<file path="src/csa_pkg.sv">
`default_nettype none

package csa_pkg;

	// ----------------------------------------
	// Word geometry
	// ----------------------------------------
	localparam int in_width        = 32;
	localparam int out_width       = 40;
	localparam int group_in_words  = 5;
	localparam int group_bits      = in_width * group_in_words;  // 160
	localparam int group_out_words = group_bits / out_width;

	// ----------------------------------------
	// FIFO sizes
	// ----------------------------------------
	localparam int in_depth    = 16;
	localparam int out_depth   = 16;
	localparam int count_width = 5;  // Holds a count of 16

	// Gearbox state encoding
	localparam logic [1:0] st_idle  = 2'd0;
	localparam logic [1:0] st_read  = 2'd1;
	localparam logic [1:0] st_pack  = 2'd2;
	localparam logic [1:0] st_write = 2'd3;

	// Fill level and error flags of one FIFO
	typedef struct packed {
		logic [count_width-1:0] count;
		logic                   ready;      // count at or above threshold
		logic                   overflow;   // Sticky
		logic                   underflow;  // Sticky
	} fifo_status_t;

	// One group, seen as five input words or as four output words
	typedef union packed {
		logic [group_in_words-1:0][in_width-1:0]   words_in;
		logic [group_out_words-1:0][out_width-1:0] words_out;
	} gear_buf_u;

endpackage

`default_nettype wire

</file>
<file path="src/word_fifo.sv">
`timescale 1ns/10ps
`default_nettype none

module word_fifo import csa_pkg::*; #(
	parameter int width       = 32,
	parameter int depth       = 16,
	parameter int ready_level = 1
) (
	input  wire              clk,
	input  wire              rst_n,
	input  wire              wen,
	input  wire [width-1:0]  wdata,
	input  wire              ren,
	output logic [width-1:0] rdata,
	output logic             full,
	output fifo_status_t     status
);

	logic [width-1:0]         mem [depth];
	logic [$clog2(depth)-1:0] wr_ptr;
	logic [$clog2(depth)-1:0] rd_ptr;
	logic [count_width-1:0]   count;
	logic                     empty;
	logic                     do_write;
	logic                     do_read;
	logic                     overflow;
	logic                     underflow;

	// Pointer step with wrap at depth
	function automatic logic [$clog2(depth)-1:0] ptr_inc(
		input logic [$clog2(depth)-1:0] ptr
	);
		return (ptr == depth - 1) ? '0 : ptr + 1'b1;
	endfunction

	assign empty    = (count == '0);
	assign full     = (count == depth);
	assign do_write = wen && !full;   // Write to full is dropped
	assign do_read  = ren && !empty;  // Read from empty is ignored

	// ----------------------------------------
	// Storage and read port
	// ----------------------------------------
	always_ff @(posedge clk) begin
		if (do_write) begin
			mem[wr_ptr] <= wdata;
		end
	end

	always_ff @(posedge clk) begin
		if (!rst_n) begin
			rdata <= '0;
		end else if (do_read) begin
			rdata <= mem[rd_ptr];  // Holds last word otherwise
		end
	end

	// ----------------------------------------
	// Pointers and fill level
	// ----------------------------------------
	always_ff @(posedge clk) begin
		if (!rst_n) begin
			wr_ptr <= '0;
			rd_ptr <= '0;
			count  <= '0;
		end else begin
			if (do_write) begin
				wr_ptr <= ptr_inc(wr_ptr);
			end
			if (do_read) begin
				rd_ptr <= ptr_inc(rd_ptr);
			end
			case ({do_write, do_read})
				2'b10: count <= count + 1'b1;
				2'b01: count <= count - 1'b1;
				default: begin
				end
			endcase
		end
	end

	// Error flags, cleared by reset only
	always_ff @(posedge clk) begin
		if (!rst_n) begin
			overflow  <= 1'b0;
			underflow <= 1'b0;
		end else begin
			if (wen && full) begin
				overflow <= 1'b1;
			end
			if (ren && empty) begin
				underflow <= 1'b1;
			end
		end
	end

	assign status = '{
		count:     count,
		ready:     (count >= ready_level),
		overflow:  overflow,
		underflow: underflow
	};

	a_count_in_range: assert property (@(posedge clk) disable iff (!rst_n)
		count <= depth)
		else $error("word_fifo count %0d above depth %0d", count, depth);

endmodule

`default_nettype wire

</file>
<file path="src/gearbox_32_to_40.sv">
`timescale 1ns/10ps
`default_nettype none

module gearbox_32_to_40 import csa_pkg::*; (
	input  wire                  clk,
	input  wire                  rst_n,
	input  wire                  src_ready,
	output logic                 src_ren,
	input  wire [in_width-1:0]   src_rdata,
	input  wire                  dst_full,
	output logic                 dst_wen,
	output logic [out_width-1:0] dst_wdata
);

	logic [1:0]                                state;
	logic [$clog2(group_in_words+1)-1:0]       ren_cnt;    // Reads issued this group
	logic [$clog2(group_in_words)-1:0]         cap_idx;    // Next slot to fill
	logic                                      cap_valid;  // src_rdata carries a word
	logic [$clog2(group_out_words)-1:0]        wr_idx;     // Next output word
	gear_buf_u                                 buffer;
	logic [group_out_words-1:0][out_width-1:0] hold;

	// ----------------------------------------
	// Handshake outputs
	// ----------------------------------------
	assign src_ren   = (state == st_read) && (ren_cnt < group_in_words);
	assign dst_wen   = (state == st_write) && !dst_full;
	assign dst_wdata = hold[wr_idx];

	// ----------------------------------------
	// Control FSM
	// ----------------------------------------
	always_ff @(posedge clk) begin
		if (!rst_n) begin
			state     <= st_idle;
			ren_cnt   <= '0;
			cap_idx   <= '0;
			cap_valid <= 1'b0;
			wr_idx    <= '0;
		end else begin
			cap_valid <= src_ren;  // Word arrives one cycle after ren
			case (state)
				st_idle: begin
					if (src_ready) begin
						ren_cnt <= '0;
						cap_idx <= '0;
						state   <= st_read;
					end
				end
				st_read: begin
					if (src_ren) begin
						ren_cnt <= ren_cnt + 1'b1;
					end
					if (cap_valid) begin
						if (cap_idx == group_in_words - 1) begin
							state <= st_pack;  // Last word taken
						end else begin
							cap_idx <= cap_idx + 1'b1;
						end
					end
				end
				st_pack: begin
					wr_idx <= '0;
					state  <= st_write;
				end
				st_write: begin
					// Stays here while the output FIFO is full
					if (dst_wen) begin
						wr_idx <= wr_idx + 1'b1;
						if (wr_idx == group_out_words - 1) begin
							state <= st_idle;
						end
					end
				end
				default: begin
					state <= st_idle;
				end
			endcase
		end
	end

	// ----------------------------------------
	// Group buffer
	// ----------------------------------------
	always_ff @(posedge clk) begin
		if (cap_valid) begin
			buffer.words_in[cap_idx] <= src_rdata;  // Word k into slot k
		end
		if (state == st_pack) begin
			hold <= buffer.words_out;
		end
	end

	// Five back-to-back reads inside the read state, then one capture cycle
	a_read_burst: assert property (@(posedge clk) disable iff (!rst_n)
		$rose(src_ren) |->
			(src_ren && state == st_read) [*group_in_words]
			##1 (!src_ren && state == st_read))
		else $error("gearbox read burst broken");

	// No write into a full FIFO, and the pending word waits in place
	a_hold_on_full: assert property (@(posedge clk) disable iff (!rst_n)
		(state == st_write && dst_full) |->
			!dst_wen ##1 (state == st_write && $stable(wr_idx)))
		else $error("gearbox wrote or moved on while output FIFO full");

endmodule

`default_nettype wire

</file>
<file path="src/csa_in_bridge.sv">
`timescale 1ns/10ps
`default_nettype none

module csa_in_bridge import csa_pkg::*; (
	input  wire                  clk,
	input  wire                  rst_n,
	input  wire                  in_wen,
	input  wire [in_width-1:0]   in_wdata,
	output fifo_status_t         in_status,
	input  wire                  out_ren,
	output logic [out_width-1:0] out_rdata,
	output fifo_status_t         out_status
);

	logic                 gear_ren;
	logic [in_width-1:0]  gear_rdata;
	logic                 gear_wen;
	logic [out_width-1:0] gear_wdata;
	logic                 out_full;

	// ----------------------------------------
	// 32-bit side
	// ----------------------------------------
	word_fifo #(
		.width       (in_width),
		.depth       (in_depth),
		.ready_level (group_in_words)  // A full group is waiting
	) u_in_fifo (
		.clk    (clk),
		.rst_n  (rst_n),
		.wen    (in_wen),
		.wdata  (in_wdata),
		.ren    (gear_ren),
		.rdata  (gear_rdata),
		.full   (),                    // Producer watches in_status.count
		.status (in_status)
	);

	gearbox_32_to_40 u_gearbox (
		.clk       (clk),
		.rst_n     (rst_n),
		.src_ready (in_status.ready),
		.src_ren   (gear_ren),
		.src_rdata (gear_rdata),
		.dst_full  (out_full),
		.dst_wen   (gear_wen),
		.dst_wdata (gear_wdata)
	);

	// ----------------------------------------
	// 40-bit side
	// ----------------------------------------
	word_fifo #(
		.width       (out_width),
		.depth       (out_depth),
		.ready_level (1)
	) u_out_fifo (
		.clk    (clk),
		.rst_n  (rst_n),
		.wen    (gear_wen),
		.wdata  (gear_wdata),
		.ren    (out_ren),
		.rdata  (out_rdata),
		.full   (out_full),
		.status (out_status)
	);

endmodule

`default_nettype wire

</file>
<file path="config.mk">
export PLATFORM = sky130hd
export DESIGN_NAME = csa_in_bridge
export DESIGN_NICKNAME = d
export VERILOG_FILES = /design/src/csa_pkg.sv /design/src/word_fifo.sv /design/src/gearbox_32_to_40.sv /design/src/csa_in_bridge.sv
export SDC_FILE = /design/constraint.sdc
export NUM_CORES = 1
export LEC_CHECK = 0
export ABC_AREA = 1
export BUFFER_PORTS_ARGS = -buffer_cell sky130_fd_sc_hd__buf_2
export CAP_MARGIN = 20
export CORE_ASPECT_RATIO = 1.1
export CORE_MARGIN = 2
export CORE_UTILIZATION = 45
export CTS_BUF_LIST = sky130_fd_sc_hd__clkbuf_4
export DETAILED_ROUTE_END_ITERATION = 10
export GPL_TIMING_DRIVEN = 0
export PLACE_DENSITY = 0.58
export SYNTH_ARGS = -nofsm -noshare
export SYNTH_HDL_FRONTEND = slang
export SYNTH_SLANG_ARGS = --single-unit
</file>
<file path="constraint.sdc">
create_clock -name clk -period 8.8 [get_ports clk]
set_clock_uncertainty 0.05 [all_clocks]
set_input_delay 2.2 -clock clk [delete_from_list [all_inputs] [get_ports clk]]
set_output_delay 2.2 -clock clk [all_outputs]
set_load 0.02 [all_outputs]
</file>
==> qor.csv <==
stage,metric,value,unit
die,core_area,136000,um^2
clocking,cts_tree,built,
setup_path,crit_chain,o21ai_0 > nand2_1 > buf_4 > buf_2,
die,fp.dieH,391,um
logic_synthesis,ys_seq_elements,1585,
outcome,outcome,"complete, no violations",
clocking,clk_path_buf_depth,4,
timing,period_share,51.1,%
clocking,ctsResizeCount,0,
logic_synthesis,synthesis.nets,4993,
timing,fmax,0.222,GHz
setup_path,path_max_fanout,6,
timing,timing.final.ws_setup,4300,ps
timing,hold_violations,0,
route,wirelength,164000,um
route,first_iter_violations,3093,
power,swShare,32.5,%
setup_path,start_kind,register,
setup_path,slowest_delay,370,ps
power,pwr-share-seq,46.3,%
power,pwr-share-clk,31.0,%
layout,syn2layout_area_growth,15.4,%
route,routed-via-count,39600,
die,die_x,356,um
die,rows,142,
logic_synthesis,synth_cell_types,29,
timing,holdWs,323,ps
die,dieArea,139000,um^2
clocking,cts_max_level,5,
logic_synthesis,mappedNetlistArea,61300,um^2
timing,grt_setup_unrepaired,no,
timing,fin_setup_tns,0,ps
clocking,postCtsHoldBufs,0,
clocking,cts_root_buf,clkbuf_4,
timing,worst-slew-pin-transition,1030,ps
setup_path,arrival,2250,ps
clocking,clk_pin_slew_worst_paths,60,ps
route,drc_errors,0,
job,maxCapViolCount,0,
clocking,cts_made_buffers,411,
grt,grt_pass1_vias,39300,
timing,setup_viol,0,
place,post_dp_cell_area,65500,um^2
layout,n_fill_cell,11800,
power,p_comb_share,22.7,%
place,place_congestion,0.836,
layout,stdcell_area,70700,um^2
setup_path,slowest_stage,dfxtp_1,
clocking,clk_latency,1290,ps
route,viasPerCell,5.20,
layout,drive_gt1_share,17.7,%
clocking,post_cts_buffers,0,
clocking,cts_sinks,1585,
logic_synthesis,synth.avg_cell_area,12.4,um^2
layout,final_cell_mix,"1472 x edfxtp_1, 973 x nor2_1, 663 x nand2_1",
place,place_ws,4080,ps
route,wire_per_inst,21.6,um
route,ant_nets,0,
power,leakagePower,0.0256,uW
timing,drv_slew,0,
grt,grt_max_degree,62,
layout,final_util,52.1,%
grt,track_usage,23.6,%
timing,relSlewSlack,31.1,%
grt,overflow,0,
die,io_pins,92,
die,initial_core_util,45.1,%
place,hpwl,111000,um
power,power_density,284,nW/um^2
logic_synthesis,yosysWarnings,0,
setup_path,worstPathRequired,6550,ps
power,worst_ir_drop_vdd,0.153,mV
place,port_buffers,91,
layout,nNetsFinal,5575,
layout,final_common_cell,edfxtp_1,
setup_path,cp-end-kind,output pin,
timing,finalCriticalPeriod,4500,ps
setup_path,path_class,register to output pin,
grt,antenna_found_initial,3,
power,p_int,13600,uW
logic_synthesis,synth_cells,4932,
power,p_sw,6530,uW
route,first_pass_iters,6,
logic_synthesis,yosysSeqAreaShare,75.8,%
hold_path,hold_path.class,register to register,
grt,grt_pass1_wl,242000,um
-- worst max-delay path, delay by kind of cell (launching register included) --
kind                   cells  cell delay, ps
AO/OA/AOI/OAI              1             250
buffers and inverters      2             290
flip-flops                 1             370
AND/OR/NAND/NOR            1             110
-- flip-flops by register name, indices dropped and copies added (netlist names), 4 cells and up --
signal / count
u_out_fifo.rd_ptr: 4
u_in_fifo.rd_ptr: 4
u_out_fifo.mem: 640
u_gearbox.hold: 160
u_in_fifo.rdata: 32
u_in_fifo.count: 5
u_in_fifo.wr_ptr: 4
u_out_fifo.wr_ptr: 4
u_gearbox.buffer: 160
u_in_fifo.mem: 512
u_out_fifo.count: 5
u_out_fifo.rdata: 40
-- power groups by stage --
stage | Combinational [uW] | Clock, uW | Sequential [uW]
after floorplan | 2710 | 0 | 9410
after global placement | 4400 | 0 | 9530
after detailed placement | 4580 | 0 | 9470
after CTS | 4600 | 6390 | 9310
after global routing | 5040 | 6810 | 9330
final | 4570 | 6230 | 9310
-- cell type report --
cell class | instances | area, um^2 | area share, %
Clock inverter | 79 | 367 | 0.518
Buffer | 283 | 1440 | 2.04
Inverter | 134 | 503 | 0.711
Multi-Input combinational cell | 2930 | 13200 | 18.7
Antenna cell | 5 | 12.5 | 0.0177
Sequential cell | 1585 | 46500 | 65.7
Clock buffer | 642 | 4820 | 6.82
Timing Repair Buffer | 169 | 1610 | 2.28
Tap cell | 1800 | 2250 | 3.18
-- kinds of logic (layout without fill, tap and decap cells) --
group                      count (synthesis)  count (layout)  synth area share, %
other                                      0               5                    0
and+or+nand+nor                         2144            2144                 14.1
AOI/OAI and AO/OA                        751             751                 6.22
adders and majority gates                 25              25                0.510
buffers and inverters                    417            1307                 3.17
DFF                                     1585            1585                 75.8
xor gates and xnor gates                  10              10                0.143
-- cell usage after synthesis --
cell type  instances  area (um^2)
o211ai_1           1         7.51
clkbuf_1         111          417
edfxtp_1        1472        44200
o21ai_1          136          681
buf_8              1         15.0
nor3_1             8         40.0
inv_1            123          462
nand3_1          456         2280
o21ai_0          470         2350
xnor2_1            2         17.5
nor2_1          1006         3780
inv_2              8         30.0
nand3b_1           1         7.51
buf_2             83          415
buf_6             21          236
xor2_1             8         70.1
nor2_2             1         6.26
nand4_1            4         25.0
or2_2              2         12.5
clkbuf_2           1         5.00
dfxtp_1          113         2260
clkinv_1           3         11.3
ha_1              25          313
nand2_1          663         2490
nand2_2            3         18.8
buf_1             38          143
a21oi_1          103          515
o22ai_1           41          257
buf_4             28          210
-- stage by stage --
stage / power (uW) / std cells
2_1_floorplan: 12100 / 4932
3_3_place_gp: 13900 / 6823
3_5_place_dp: 14000 / 6899
4_1_cts: 20300 / 7620
5_1_grt: 21200 / 7625
6_report: 20100 / 7627
-- worst paths after layout --
check | cells after the start | end | slack [ps] | from
worst max-delay path | 4 | in_status[2] | 4300 | u_in_fifo.count[1]
worst min-delay path | 0 | u_gearbox.hold[52] | 320 | u_gearbox.buffer[52]
worst max register to register | 19 | u_in_fifo.count[4] | 5440 | u_gearbox.state[1]
worst min register to register | 0 | u_gearbox.hold[52] | 320 | u_gearbox.buffer[52]
-- metal layers --
metal / vias to the layer above / GRT usage, % / wire [um]
met5: - / 0 / 0
met2: 1394 / 41.9 / 85100
met4: 0 / 10.4 / 5890
li1: 18800 / - / -
met1: 19100 / 27.9 / 64400
met3: 330 / 4.42 / 9130
(Power assumes the default switching activity.)
